==> src/design/lmem_pkg.sv <==
// Local memory package with bank geometry and the memory opcode
package lmem_pkg;

    // Requester and bank counts
    localparam int NUM_REQS      = 4;
    localparam int NUM_BANKS     = 4;
    localparam int REQ_SEL_WIDTH = 2;

    // Low word-address bits pick the bank
    localparam int BANK_SEL_BITS = 2;

    // Word shape
    localparam int WORD_BYTES = 4;
    localparam int WORD_WIDTH = 32;

    // Rows per bank
    localparam int WORDS_PER_BANK  = 64;
    localparam int BANK_ADDR_WIDTH = 6;

    // Full word address, row above bank select
    localparam int ADDR_WIDTH = BANK_ADDR_WIDTH + BANK_SEL_BITS;

    // Opaque tag handed back with read data
    localparam int TAG_WIDTH = 8;

    typedef enum logic {
        OP_READ  = 1'b0,
        OP_WRITE = 1'b1
    } mem_op_e;

endpackage

==> src/design/rr_arbiter.sv <==
// Round-robin arbiter that grants one requester and rotates on each accepted grant
`timescale 1ns/10ps

module rr_arbiter #(
    parameter int NUM = 4
) (
    input  logic           clk,
    input  logic           reset,
    input  logic [NUM-1:0] request,
    input  logic           accept,
    output logic [NUM-1:0] grant
);

    // Set bits mark requesters at or after the priority pointer
    logic [NUM-1:0] mask;
    logic [NUM-1:0] masked_req;
    logic [NUM-1:0] pick;
    logic [NUM-1:0] grant_q;
    logic           hold;

    assign masked_req = request & mask;

    // Lowest set bit above the pointer, else wrap to the lowest overall
    always_comb begin
        if (|masked_req) begin
            pick = masked_req & (~masked_req + NUM'(1));
        end else begin
            pick = request & (~request + NUM'(1));
        end
    end

    // A presented grant stays put until taken, so the winner's payload holds
    assign grant = (hold && |(grant_q & request)) ? grant_q : pick;

    always_ff @(posedge clk) begin
        if (reset) begin
            mask <= '1;
            hold <= 1'b0;
        end else begin
            hold <= |grant && !accept;
            if (accept && |grant) begin
                // Pointer goes one past the winner
                mask <= ~(grant | (grant - NUM'(1)));
            end
        end
    end

    always_ff @(posedge clk) begin
        grant_q <= grant;
    end

endmodule

==> src/design/rsp_router.sv <==
// Response router that returns bank read data to the requester that asked
`timescale 1ns/10ps

module rsp_router (
    input  logic                                                         clk,
    input  logic                                                         reset,
    input  logic [lmem_pkg::NUM_BANKS-1:0]                               bank_rsp_valid,
    input  logic [lmem_pkg::NUM_BANKS-1:0][lmem_pkg::WORD_WIDTH-1:0]     bank_rsp_data,
    input  logic [lmem_pkg::NUM_BANKS-1:0][lmem_pkg::TAG_WIDTH-1:0]      bank_rsp_tag,
    input  logic [lmem_pkg::NUM_BANKS-1:0][lmem_pkg::REQ_SEL_WIDTH-1:0]  bank_rsp_idx,
    output logic [lmem_pkg::NUM_BANKS-1:0]                               bank_rsp_ready,
    output logic [lmem_pkg::NUM_REQS-1:0]                                rsp_valid,
    output logic [lmem_pkg::NUM_REQS-1:0][lmem_pkg::WORD_WIDTH-1:0]      rsp_data,
    output logic [lmem_pkg::NUM_REQS-1:0][lmem_pkg::TAG_WIDTH-1:0]       rsp_tag,
    input  logic [lmem_pkg::NUM_REQS-1:0]                                rsp_ready
);
    import lmem_pkg::*;

    logic [NUM_REQS-1:0][NUM_BANKS-1:0] req_hit;
    logic [NUM_REQS-1:0][NUM_BANKS-1:0] req_grant;

    // Banks holding a response for each requester
    always_comb begin
        for (int r = 0; r < NUM_REQS; r++) begin
            for (int b = 0; b < NUM_BANKS; b++) begin
                req_hit[r][b] = bank_rsp_valid[b]
                    && (bank_rsp_idx[b] == REQ_SEL_WIDTH'(r));
            end
        end
    end

    for (genvar r = 0; r < NUM_REQS; r++) begin : g_req_arb
        rr_arbiter #(
            .NUM (NUM_BANKS)
        ) u_arb (
            .clk     (clk),
            .reset   (reset),
            .request (req_hit[r]),
            .accept  (rsp_valid[r] && rsp_ready[r]),
            .grant   (req_grant[r])
        );
    end

    // Winning bank's word and tag to the requester
    always_comb begin
        for (int r = 0; r < NUM_REQS; r++) begin
            rsp_valid[r] = |req_hit[r];
            rsp_data[r]  = '0;
            rsp_tag[r]   = '0;
            for (int b = 0; b < NUM_BANKS; b++) begin
                if (req_grant[r][b]) begin
                    rsp_data[r] = bank_rsp_data[b];
                    rsp_tag[r]  = bank_rsp_tag[b];
                end
            end
        end
    end

    // A bank drains only when its requester takes the word
    always_comb begin
        for (int b = 0; b < NUM_BANKS; b++) begin
            bank_rsp_ready[b] = 1'b0;
            for (int r = 0; r < NUM_REQS; r++) begin
                bank_rsp_ready[b] = bank_rsp_ready[b] | (req_grant[r][b] & rsp_ready[r]);
            end
        end
    end

endmodule

==> config.mk <==
export PLATFORM = sky130hd
export DESIGN_NAME = rsp_router
export DESIGN_NICKNAME = d
export VERILOG_FILES = /design/src/design/lmem_pkg.sv /design/src/design/rr_arbiter.sv /design/src/design/rsp_router.sv
export SDC_FILE = /design/constraint.sdc
export NUM_CORES = 1
export LEC_CHECK = 0
export ABC_AREA = 1
export BUFFER_PORTS_ARGS = -buffer_cell sky130_fd_sc_hd__buf_4
export CELL_PAD_IN_SITES_DETAIL_PLACEMENT = 1
export CELL_PAD_IN_SITES_GLOBAL_PLACEMENT = 1
export CORE_MARGIN = 4
export CORE_UTILIZATION = 31
export DETAILED_ROUTE_END_ITERATION = 6
export PLACE_DENSITY = 0.95
export SYNTH_ARGS = -nofsm -noshare
export SYNTH_HDL_FRONTEND = slang
export SYNTH_HIERARCHICAL = 1
export SYNTH_SLANG_ARGS = --single-unit
==> constraint.sdc <==
create_clock -name clk -period 1.62 [get_ports clk]
set_input_delay 0 -clock clk [delete_from_list [all_inputs] [get_ports clk]]
set_output_delay 0 -clock clk [all_outputs]
set_load 0.05 [all_outputs]
==> metrics.txt, run 1 <==
synth top area cells nand2_1 30%, a21oi_1 21%, o21ai_1 10%; worst_ep grt rsp_data[102]; # port buffers 345; ys async rst share 0%; Err [ERROR GRT-0232] Routing congestion too high. Check the congestion heatmap in the GUI.; sequential share of the synthesized area 9.118%; Synth Register Bits 36; GRT Total Usage 87.00%; mux cell area share after synthesis 0%; Clock Tree Root clkbuf_16; Avg Inst Size Synth 4.980 sq um; Commonest cells post-synth 629 x nand2_1, 332 x a21oi_1, 160 x o21ai_1; worst ep type primary output; count leader, synth nand2_1; hold_buf cts 0; DPL Wire Length 35,130 microns; Post-Syn Area 7904 sq um; die width 167.7 microns; Synth Area in Simple Gates 41.49%; status aborted with a tool error; Initial Util 31.48%; Synth top area share 29.87%; Yosys warnings 6; Synth cell types 23; CTS H-tree depth 2; I/O pins 346; largest net degree at the start of global routing 39; Post-Synth Adder-Cell Area 0%; clock buffer depth 2; Rows 58; most common flop cell mapped by yosys dfxtp_1; Place WS -431.9 ps; total gr overflow 677; Synth Area in XOR/XNOR 0%; combinational family with the most area after synthesis simple AND/OR/NAND/NOR gates; Post-synth EDFFs 0; clk sinks 36; largest area contributor in the netlist nand2_1; die height 167.7 microns; CTS Buf Count 5; cell count after synthesis 1,587; gpl congestion 1.002; Synth Area in Compound Gates 32.45%; Failed at 5_1_grt; Mapped Nets 1,765
## kinds of logic after synthesis
logic type	after synthesis
flops	36
buf+inv	262
simple gates	784
compound gates	505
## repair_timing
item                       in CTS
buffers inserted               64
resized for setup             600
setup endpoints to repair     184
cloned                         35
pin swaps                     196
## through the flow
step / hold WS [ps] / cells / cell area (sq um) / util [%]
floorplan: 71.56 / 1587 / 8324 / -
global placement: 341.1 / 2274 / 11980 / 47.70
detailed placement: 350.9 / 2274 / 11980 / 47.70
CTS: 74.40 / 2380 / 15850 / 63.11
## metal layers
layer  GRT overflow  GRT usage (%)
met3              9          72.97
met5              1          29.39
met4            244          97.49
met2            410          102.6
met1             13          83.28
==> inputs of run 2 (changes only) <==
CELL_PAD_IN_SITES_DETAIL_PLACEMENT = unset   (was 1)
CELL_PAD_IN_SITES_GLOBAL_PLACEMENT = unset   (was 1)
CORE_UTILIZATION = 30   (was 31)
PLACE_DENSITY = unset   (was 0.95)
PLACE_DENSITY_LB_ADDON = 0.15   (was unset)
==> run 2 against run 1 <==
The flow now finishes, with violations (setup timing). Synthesized cell count unchanged. Area after synthesis unchanged.
==> metrics.txt, run 2 <==
status finished with violations; failing checks setup timing; Antenna Nets Post-Route 0; First DRT Iteration DRCs 1,649; # nets final 2,234; Worst-path clk slew 60 ps; endpoints failing hold 0; drt wl/cell 21.41 microns; count leader, synth nand2_1; slowest stage cell, crit path dfxtp_2; area grow syn2layout 111.1%; Final WS setup -546.0 ps; CP endpoint kind output pin; # port buffers 345 (unchanged); Synth Register Bits 36 (unchanged); reg2reg path depth 14; CP Class flip-flop to output pin; total gr overflow 0; Synth cell types 23 (unchanged); RR Endpoint g_req_arb[2].u_arb/mask[3]$_SDFFE_PP1P_; Max Fanout on Critical Path 10; CTS Buf Count 5 (unchanged); TritonRoute pass-1 iters 7; WP depth 13; most common flop cell mapped by yosys dfxtp_1; Pwr Density 783.1 nW/um^2; final setup violation count 183; Slew HR 69.96%; sequential share of the synthesized area 9.118% (unchanged); clock buffer depth 2 (unchanged); Rows 59 (+1.7%); GRT Total Usage 28.14%; biggest regs g_req_arb.u_arb/grant_q (16), g_req_arb.u_arb/mask (16), g_req_arb.u_arb/hold (4); # diodes 0; RSZ-0062 raised after global routing yes; largest net degree at the start of global routing 40; Synth top area share 29.87% (unchanged); via count 13,280; clock skew 11.70 ps; CTS H-tree depth 2 (unchanged); I/O pins 346 (unchanged); Pleak 7.973 nW; cells along the critical path nand2_2, nand2_4, nor2_4, nor2_4, buf_6, o21ai_4, buf_8, clkbuf_16, a21oi_1, o21ai_1, nand2_1, nand2_2, buf_8; most common cell after layout, fill and taps aside nand2_1; Placed Area 11,880 sq um (-0.80%); number of max-cap violations 0; Mapped Nets 1,765 (unchanged); maximum VDD drop 0.5877 mV; DRC 0; Post-Syn Area 7904 sq um (unchanged); most frequent cells in the layout 398 x nand2_1, 264 x buf_4, 242 x nand2_2; Commonest cells post-synth 629 x nand2_1, 332 x a21oi_1, 160 x o21ai_1; initial antenna violation count 0; Filler Cells Inserted 2,238; gpl congestion 0.9136 (-8.8%); Critical Path End rsp_data[105]; FMAX 461.7 MHz; cell count after synthesis 1,587 (unchanged); WP data required 1620 ps; Initial Util 30.42% (-1.1 points); largest area contributor in the netlist nand2_1; layout cells sized above 1 53.91%; Avg Inst Size Synth 4.980 sq um (unchanged); die footprint 29,010 sq um; CP Launch Type flip-flop; post-layout instance area 16,690 sq um; Worst Setup SP g_req_arb[3].u_arb/grant_q[3]$_DFF_P_; R2R Path Start g_req_arb[2].u_arb/grant_q[3]$_DFF_P_; Worst Path Buf+Inv 4; crit path DAT 2170 ps; wire length of the first global-routing pass 65,880 microns; Yosys warnings 6 (unchanged); Hold Path Class primary input to flip-flop; vias in the first global route 12,070; FF-to-FF setup slack -280 ps; delay-heaviest family, CP buffers and inverters; hold path cells 2; clk sinks 36 (unchanged); max-slew violations 0; CTS tree built; Period Utilization, post-route 133.7%; Worst-Skew Late Latency 280 ps; Core Area 25,980 sq um; worst slew pin tran 449.0 ps; die width 170.3 microns (+1.6%); ys async rst share 0% (unchanged); DPL Wire Length 29,480 microns (-16%); Post-synth EDFFs 0 (unchanged); Tot Pwr 0.01307 W; WL final 51,200 microns; synth top area cells nand2_1 30%, a21oi_1 21%, o21ai_1 10%; min Tclk post-route 2166 ps; hold_buf cts 0 (unchanged); CP max stage delay 340 ps; die height 170.3 microns (+1.6%); via count normalized by instance count 5.553; Clock Tree Root clkbuf_16
-- run 2: cell counts after synthesis --
No cell type changed its count.
-- run 2: final cells by class --
class / count / area (sq um) / share of cell area (%)
multi-input combinational: 1290 / 7520 / 45.06
timing repair buffer: 569 / 7237 / 43.36
tap: 335 / 419.2 / 2.512
sequential: 36 / 754.5 / 4.521
clock inverter: 3 / 42.54 / 0.2549
inverter: 154 / 590.6 / 3.539
clock buffer: 5 / 125.1 / 0.7497
-- run 2: metal layers --
layer  routed length (microns)  global-route usage [%]
met5                         0                       0
met3                      5764                   3.972
met4                      2400                   9.306
met1                     19100                   35.01
met2                     23930                   49.81
-- run 2: cell families (layout without fill, tap and decap cells) --
group | count (synthesis) | count (layout) | share of synthesized area, %
compound gates | 505 | 505 | 32.45
simple gates | 784 | 785 | 41.49
flops | 36 | 36 | 9.118
buf+inv | 262 | 731 | 16.94
-- run 2: worst min path at each step --
stage / from / endpoint / slack, ps
6_report: reset / g_req_arb[2].u_arb/hold$_SDFF_PP0_ / 60
5_1_grt: reset / g_req_arb[0].u_arb/hold$_SDFF_PP0_ / 70
2_1_floorplan: reset / g_req_arb[0].u_arb/hold$_SDFF_PP0_ / 70
4_1_cts: reset / g_req_arb[2].u_arb/hold$_SDFF_PP0_ / 60
3_3_place_gp: reset / g_req_arb[2].u_arb/hold$_SDFF_PP0_ / 350
3_5_place_dp: reset / g_req_arb[0].u_arb/hold$_SDFF_PP0_ / 360
-- run 2: worst register-to-register path, delay by kind of cell, from the launching register on --
family | cells | cell delay (ps)
and+or+nand+nor | 9 | 650
AOI/OAI and AO/OA | 1 | 230
DFF | 1 | 340
buffers and inverters | 4 | 580
-- run 2: stage by stage --
| stage | setup slack [ps] | hold slack [ps] | TNS (ps) | util, % | cells |
|---|---|---|---|---|---|
| after floorplan | -3.647 | 71.56 | -3.647 | - | 1587 |
| after global placement | -263.3 | 345.8 | -34740 | 45.72 | 2267 |
| after detailed placement | -278.8 | 355.6 | -36020 | 45.72 | 2267 |
| after CTS | -418.8 | 58.38 | -59670 | 55.69 | 2335 |
| after global routing | -639.4 | 67.50 | -92640 | 64.22 | 2392 |
| final | -546.0 | 60.92 | -76990 | 64.22 | 2392 |
-- run 2: power breakdown --
part           internal [W]  total [W]  switching (W)
Clock              0.000724    0.00113       0.000409
Combinational       0.00447     0.0109        0.00642
Sequential         0.000977    0.00104      0.0000599
-- run 2: timing repair --
item	in CTS	in global routing
pin swaps	45	164
cloned	25	40
setup endpoints to repair	178	184
resized for setup	401	345
setup buffers	35	24
Power figures use the tool's default switching activity.
