File: src/design/lmem_pkg.sv
// Local memory package with bank geometry and the memory opcode
package lmem_pkg;

    // Requester and bank counts
    localparam int NUM_REQS      = 4;
    localparam int NUM_BANKS     = 4;
    localparam int REQ_SEL_WIDTH = 2;

    // Low word-address bits pick the bank
    localparam int BANK_SEL_BITS = 2;

    // Word shape
    localparam int WORD_BYTES = 4;
    localparam int WORD_WIDTH = 32;

    // Rows per bank
    localparam int WORDS_PER_BANK  = 64;
    localparam int BANK_ADDR_WIDTH = 6;

    // Full word address, row above bank select
    localparam int ADDR_WIDTH = BANK_ADDR_WIDTH + BANK_SEL_BITS;

    // Opaque tag handed back with read data
    localparam int TAG_WIDTH = 8;

    typedef enum logic {
        OP_READ  = 1'b0,
        OP_WRITE = 1'b1
    } mem_op_e;

endpackage

File: src/design/rr_arbiter.sv
// Round-robin arbiter that grants one requester and rotates on each accepted grant
`timescale 1ns/10ps

module rr_arbiter #(
    parameter int NUM = 4
) (
    input  logic           clk,
    input  logic           reset,
    input  logic [NUM-1:0] request,
    input  logic           accept,
    output logic [NUM-1:0] grant
);

    // Set bits mark requesters at or after the priority pointer
    logic [NUM-1:0] mask;
    logic [NUM-1:0] masked_req;
    logic [NUM-1:0] pick;
    logic [NUM-1:0] grant_q;
    logic           hold;

    assign masked_req = request & mask;

    // Lowest set bit above the pointer, else wrap to the lowest overall
    always_comb begin
        if (|masked_req) begin
            pick = masked_req & (~masked_req + NUM'(1));
        end else begin
            pick = request & (~request + NUM'(1));
        end
    end

    // A presented grant stays put until taken, so the winner's payload holds
    assign grant = (hold && |(grant_q & request)) ? grant_q : pick;

    always_ff @(posedge clk) begin
        if (reset) begin
            mask <= '1;
            hold <= 1'b0;
        end else begin
            hold <= |grant && !accept;
            if (accept && |grant) begin
                // Pointer goes one past the winner
                mask <= ~(grant | (grant - NUM'(1)));
            end
        end
    end

    always_ff @(posedge clk) begin
        grant_q <= grant;
    end

endmodule

File: src/design/bank_dispatch.sv
// Bank dispatch that decodes request addresses and arbitrates requesters per bank
`timescale 1ns/10ps

module bank_dispatch (
    input  logic                                                    clk,
    input  logic                                                    reset,
    input  logic [lmem_pkg::NUM_REQS-1:0]                           req_valid,
    input  lmem_pkg::mem_op_e [lmem_pkg::NUM_REQS-1:0]              req_op,
    input  logic [lmem_pkg::NUM_REQS-1:0][lmem_pkg::ADDR_WIDTH-1:0] req_addr,
    input  logic [lmem_pkg::NUM_REQS-1:0][lmem_pkg::WORD_BYTES-1:0] req_byteen,
    input  logic [lmem_pkg::NUM_REQS-1:0][lmem_pkg::WORD_WIDTH-1:0] req_wdata,
    input  logic [lmem_pkg::NUM_REQS-1:0][lmem_pkg::TAG_WIDTH-1:0]  req_tag,
    output logic [lmem_pkg::NUM_REQS-1:0]                           req_ready,
    output logic [lmem_pkg::NUM_BANKS-1:0]                          bank_req_valid,
    output lmem_pkg::mem_op_e [lmem_pkg::NUM_BANKS-1:0]             bank_req_op,
    output logic [lmem_pkg::NUM_BANKS-1:0][lmem_pkg::BANK_ADDR_WIDTH-1:0] bank_req_row,
    output logic [lmem_pkg::NUM_BANKS-1:0][lmem_pkg::WORD_BYTES-1:0] bank_req_byteen,
    output logic [lmem_pkg::NUM_BANKS-1:0][lmem_pkg::WORD_WIDTH-1:0] bank_req_wdata,
    output logic [lmem_pkg::NUM_BANKS-1:0][lmem_pkg::TAG_WIDTH-1:0]  bank_req_tag,
    output logic [lmem_pkg::NUM_BANKS-1:0][lmem_pkg::REQ_SEL_WIDTH-1:0] bank_req_idx,
    input  logic [lmem_pkg::NUM_BANKS-1:0]                          bank_req_ready
);
    import lmem_pkg::*;

    logic [NUM_BANKS-1:0][NUM_REQS-1:0] bank_hit;
    logic [NUM_BANKS-1:0][NUM_REQS-1:0] bank_grant;

    // Which bank each valid request targets
    always_comb begin
        for (int b = 0; b < NUM_BANKS; b++) begin
            for (int r = 0; r < NUM_REQS; r++) begin
                bank_hit[b][r] = req_valid[r]
                    && (req_addr[r][BANK_SEL_BITS-1:0] == BANK_SEL_BITS'(b));
            end
        end
    end

    for (genvar b = 0; b < NUM_BANKS; b++) begin : g_bank_arb
        rr_arbiter #(
            .NUM (NUM_REQS)
        ) u_arb (
            .clk     (clk),
            .reset   (reset),
            .request (bank_hit[b]),
            .accept  (bank_req_valid[b] && bank_req_ready[b]),
            .grant   (bank_grant[b])
        );
    end

    // Winner's fields onto each bank port
    always_comb begin
        for (int b = 0; b < NUM_BANKS; b++) begin
            bank_req_valid[b]  = |bank_grant[b];
            bank_req_op[b]     = OP_READ;
            bank_req_row[b]    = '0;
            bank_req_byteen[b] = '0;
            bank_req_wdata[b]  = '0;
            bank_req_tag[b]    = '0;
            bank_req_idx[b]    = '0;
            for (int r = 0; r < NUM_REQS; r++) begin
                if (bank_grant[b][r]) begin
                    bank_req_op[b]     = req_op[r];
                    bank_req_row[b]    = req_addr[r][ADDR_WIDTH-1:BANK_SEL_BITS];
                    bank_req_byteen[b] = req_byteen[r];
                    bank_req_wdata[b]  = req_wdata[r];
                    bank_req_tag[b]    = req_tag[r];
                    bank_req_idx[b]    = REQ_SEL_WIDTH'(r);
                end
            end
        end
    end

    // Accepted only when the bank also takes it
    always_comb begin
        for (int r = 0; r < NUM_REQS; r++) begin
            req_ready[r] = 1'b0;
            for (int b = 0; b < NUM_BANKS; b++) begin
                req_ready[r] = req_ready[r] | (bank_grant[b][r] & bank_req_ready[b]);
            end
        end
    end

endmodule

File: config.mk
export PLATFORM = sky130hd
export DESIGN_NAME = bank_dispatch
export DESIGN_NICKNAME = d
export VERILOG_FILES = /design/src/design/lmem_pkg.sv /design/src/design/rr_arbiter.sv /design/src/design/bank_dispatch.sv
export SDC_FILE = /design/constraint.sdc
export NUM_CORES = 1
export LEC_CHECK = 0
export BUFFER_PORTS_ARGS = -buffer_cell sky130_fd_sc_hd__clkbuf_2
export CAP_MARGIN = 20
export CORE_MARGIN = 3
export CORE_UTILIZATION = 30
export DETAILED_ROUTE_END_ITERATION = 16
export GPL_TIMING_DRIVEN = 0
export MAX_ROUTING_LAYER = met4
export PLACE_DENSITY_LB_ADDON = 0.08
export SETUP_SLACK_MARGIN = 0.02
export SKIP_CTS_REPAIR_TIMING = 1
export SYNTH_ARGS = -nofsm -noshare
export SYNTH_HDL_FRONTEND = slang
export SYNTH_SLANG_ARGS = --single-unit
File: constraint.sdc
create_clock -name clk -period 4.7 [get_ports clk]
set_clock_uncertainty 0.15 [all_clocks]
set_input_delay 0.47 -clock clk [delete_from_list [all_inputs] [get_ports clk]]
set_output_delay 0.47 -clock clk [all_outputs]
set_load 0.02 [all_outputs]
Word level (Yosys, flattened, before mapping)
Cells that the tools add are included.
{ "totals": {"elab_cells": 248, "register_bits": 36} }
{ "op_classes": {"n_addsub": 12, "reduce_logical": 52, "muxes": 100, "n_eq_ne": 12, "bitwise": 60} }
{ "ops": {"columns": ["operator", "count"], "rows": [
  ["32-bit 2-to-1 mux", 16],
  ["8-bit 2-to-1 mux", 16],
  ["4-bit 2-to-1 mux", 24],
  ["6-bit 2-to-1 mux", 16],
  ["4-bit bitwise AND", 16],
  ["4-bit NOT", 12],
  ["4-bit OR reduction", 12],
  ["4-bit by 1-bit adder with 4-bit output, second input constant", 8],
  ["1-bit logical AND", 32],
  ["1-bit 2-to-1 mux", 20],
  ["1-bit bitwise AND", 16],
  ["2-bit == test, second input constant", 8],
  ["2-bit 2-to-1 mux", 8],
  ["4-bit bitwise OR", 4],
  ["4-bit by 1-bit subtractor with 4-bit output, second input constant", 4],
  ["1-bit bitwise OR", 12],
  ["2-bit by 1-bit == test with 1-bit output, second input constant", 4],
  ["2-bit logical NOT", 4],
  ["1-bit logical NOT", 4]
]} }

Depth between registers and ports, before layout
{ "logic_depth": {"ltp_word": 12, "depth_mapped": 11, "mapped_depth_nobuf": 7} }

Hierarchy
From an unflattened synthesis, not the netlist that was laid out.
{ "unflattened": {"cells_unflattened": 1171, "area_unflattened_um2": 7727.4} }
{ "by_module_without_submodules": {"columns": ["module", "area_per_inst_um2", "instances", "cells_each"], "rows": [
  ["bank_dispatch", 5650.4, 1, 939],
  ["rr_arbiter", 519.2, 4, 58]
]} }

Least setup slack after synthesis
Ideal clock, no wire load.
{ "synth_path": {"kind": "input-to-output", "start": "input port req_addr[16] (netlist bit)", "end": "output port bank_req_byteen[10] (netlist bit)", "path_buffers": 2, "required_time_ns": 4.080, "path_stages": 8, "t_arrival_ns": 2.643, "slack_ns": 1.437, "path_cell_list": "buf_2 and3b_1 a22o_1 o21ai_4 mux2i_1 nand2_1 clkbuf_1 o2111ai_1"} }
{ "synth_rtl": {"columns": ["item", "line_no", "text"], "rows": [
  ["start: declaration", "bank_dispatch.sv:9", "input logic [lmem_pkg::NUM_REQS-1:0][lmem_pkg::ADDR_WIDTH-1:0] req_addr,"],
  ["end: declaration", "bank_dispatch.sv:17", "output logic [lmem_pkg::NUM_BANKS-1:0][lmem_pkg::WORD_BYTES-1:0] bank_req_byteen,"]
]} }

==> key figures <==
Routing
  – Detailed-route via count: 13600
  – Routed vias/inst: 6.23
  – Initial drt markers: 1505
  – Drt wl/cell: 26.1 um
  – Drt pass-1 iters: 6
  – Antenna viol nets, final: 0
  – DRC errors left: 0
  – Final WL: 56900 um

Yosys
  – Number of synthesized flops with an enable pin: 0
  – Synth Net Count: 1563
  – Ys async rst share: 0
  – Yosys warnings: 0
  – Flops & latches, synth: 36
  – Distinct cell type count after synthesis: 70
  – Mean Syn Cell Area: 6.87 um^2
  – Synth Cell Area: 0.00921 mm^2
  – Sequential share of the synthesized area: 0.0783
  – Post-synth top flop: dfxtp_1
  – Synthesized instance count: 1341

Clock tree
  – Worst skew pair latency: 0.28 ns
  – H-tree depth: 2
  – CTS tree: yes
  – CTS max path bufs: 2
  – Sinks on the clock net: 36
  – Worst-path clk slew: 0.06 ns
  – Root buffer cell: clkbuf_16
  – CTS buffer count: 5

Run
  – MaxCap Viol Count: 0

Placed design
  – Dpl cells: 2167
  – IO buf count: 436
  – Cell Area, Placed: 0.0119 mm^2
  – Placer congestion estimate: 0.925
  – HPWL Detailed: 42700 um

Power
  – Leakage: 6.03 nW
  – Worst VDD drop: 0.000108 V
  – Power density over the cells: 176 mW/mm^2

Timing
  – Final min period: 4.48 ns
  – Hold WS: 0.360 ns
  – Final Hold Violating Endpoints: 0
  – Unrepaired setup endpoints after global routing: no
  – Period utilization: 0.954
  – Worst Max-Slew Pin Slew: 1.18 ns
  – Slew HR: 0.211
  – Max Clk Rate: 0.223 GHz
  – Max Slew Vio Count: 0
  – Final Setup Violations: 0

Die
  – Die width: 181 um
  – Die area: 0.0328 mm^2
  – Chip height: 181 um
  – # IOs: 442
  – Core box area: 0.0300 mm^2
  – Row cnt: 63
  – Effective utilization at floorplan: 0.307

Global routing
  – Global-route usage over all layers: 0.327
  – Grt ovf: 0
  – Largest net degree at the start of global routing: 13
  – Vias in the first global route: 13000
  – Antenna violations before repair: 2
  – First-pass GRT wire length: 82900 um

Worst setup path
  – Crit Path Class: in -> out
  – Critical Path RT: 4.08 ns
  – Worst EP arrival: 3.86 ns
  – Crit. End Element: primary output
  – Critical-path maximum fanout: 10
  – Crit path launch type: primary input

Worst hold path
  – HP Class: reg -> reg

Cells and area
  – Post-route cell area: 0.0121 mm^2
  – Sequential Area: 721 um^2
  – Area grow syn2layout: 30.9%
  – Fill cell count: 3370
  – Multi-input logic area: 0.00709 mm^2
  – Commonest non-fill, non-tap cells in the layout: clkbuf_2 (436), nand2_1 (189), inv_1 (161), nand4_1 (114), mux2i_1 (103)
  – Fin cells: 2177
  – Share of layout cells above drive strength 1: 0.327
  – Most common cell after layout, fill and taps aside: clkbuf_2
  – Final nets: 2006

Status
  – Status: complete, no violations
==> per-stage QoR <==
stage	total power, mW	utilization	setup TNS (ns)	setup slack, ns
finish	2.13	0.402	0	0.216
CTS	2.11	0.402	-0.0641	-0.0461
detailed placement	1.73	0.397	-0.0291	-0.0266
global placement	1.73	0.397	-0.0778	-0.0614
global route	2.22	0.402	0	0.149
floorplan	1.15	-	0	1.44
==> synth_stat cells, types with 3 or more instances <==
master     instances  area, um^2
o2111ai_1         52         455
or3_1              4        25.0
a32oi_1            4        35.0
buf_4             10        75.1
nor2_1            12        45.0
nand3_1            6        30.0
nand4_1          114         713
o221ai_1          55         482
a21oi_1           57         285
clkbuf_1          83         312
or4_1              4        30.0
mux2i_1          104        1040
nand4b_1          13         114
and3_1             5        31.3
a31oi_1           63         394
o31ai_1            4        30.0
and2_1             3        18.8
o221ai_2          48         721
and3b_1            5        43.8
nor4bb_1           4        40.0
o21ai_0           57         285
nand3b_1           5        37.5
dfxtp_1           36         721
buf_1             13        48.8
buf_6              6        67.6
buf_2             50         250
nand2_1          189         709
nor3b_1           59         443
inv_2              7        26.3
a221o_1           53         531
a211o_1            6        52.6
inv_1            161         604
==> flip-flops by register name, indices dropped and copies added (netlist names) <==
register and flops:
g_bank_arb.u_arb.hold 4, g_bank_arb.u_arb.grant_q 16, g_bank_arb.u_arb.mask 16
==> where the power goes <==
| group | leakage [nW] | switching (mW) | internal (mW) |
|---|---|---|---|
| logic | 5.65 | 0.939 | 0.465 |
| registers | 0.295 | 0.0155 | 0.324 |
| clock network | 0.0798 | 0.134 | 0.249 |
==> final timing paths <==
kind	startpoint	end	slack [ns]	cells after the start
setup / recovery	req_addr[24]	bank_req_tag[29]	0.22	11
hold / removal	g_bank_arb[3].u_arb.mask[0]	g_bank_arb[3].u_arb.mask[0]	0.36	2
setup reg to reg	g_bank_arb[1].u_arb.grant_q[3]	g_bank_arb[1].u_arb.grant_q[3]	1.63	7
hold reg to reg	g_bank_arb[3].u_arb.mask[0]	g_bank_arb[3].u_arb.mask[0]	0.36	2
==> kinds of logic after synthesis <==
logic type             Yosys count  synth area share
AND/OR/NAND/NOR                438             0.264
AO/OA/AOI/OAI                  429             0.389
buffers and inverters          332             0.152
multiplexers                   106             0.117
flip-flops                      36            0.0783
==> routing by layer <==
metal	global-route usage	part of all wire
met3	0.0417	0.084
met4	0.102	0.035
met2	0.540	0.48
met5	-	0
met1	0.415	0.41
==> cell type report <==
type / count / area share
Antenna cell: 2 / 0.000415
Buffer: 164 / 0.0637
Clock buffer: 5 / 0.0104
Clock inverter: 3 / 0.00353
Inverter: 168 / 0.0523
Multi-Input combinational cell: 973 / 0.588
Sequential cell: 36 / 0.0598
Tap cell: 390 / 0.0405
Timing Repair Buffer: 436 / 0.181
==> critical path, cell delays in order <==
cell,delay [ns]
clkbuf_2,0.10
buf_2,0.19
nand4_1,0.17
a41oi_2,0.28
nor4_4,1.07
nor2_4,0.08
and3_1,0.20
clkbuf_1,0.34
clkbuf_1,0.40
a221o_1,0.40
clkbuf_2,0.17
No activity file was read; power rests on OpenSTA's default activity.
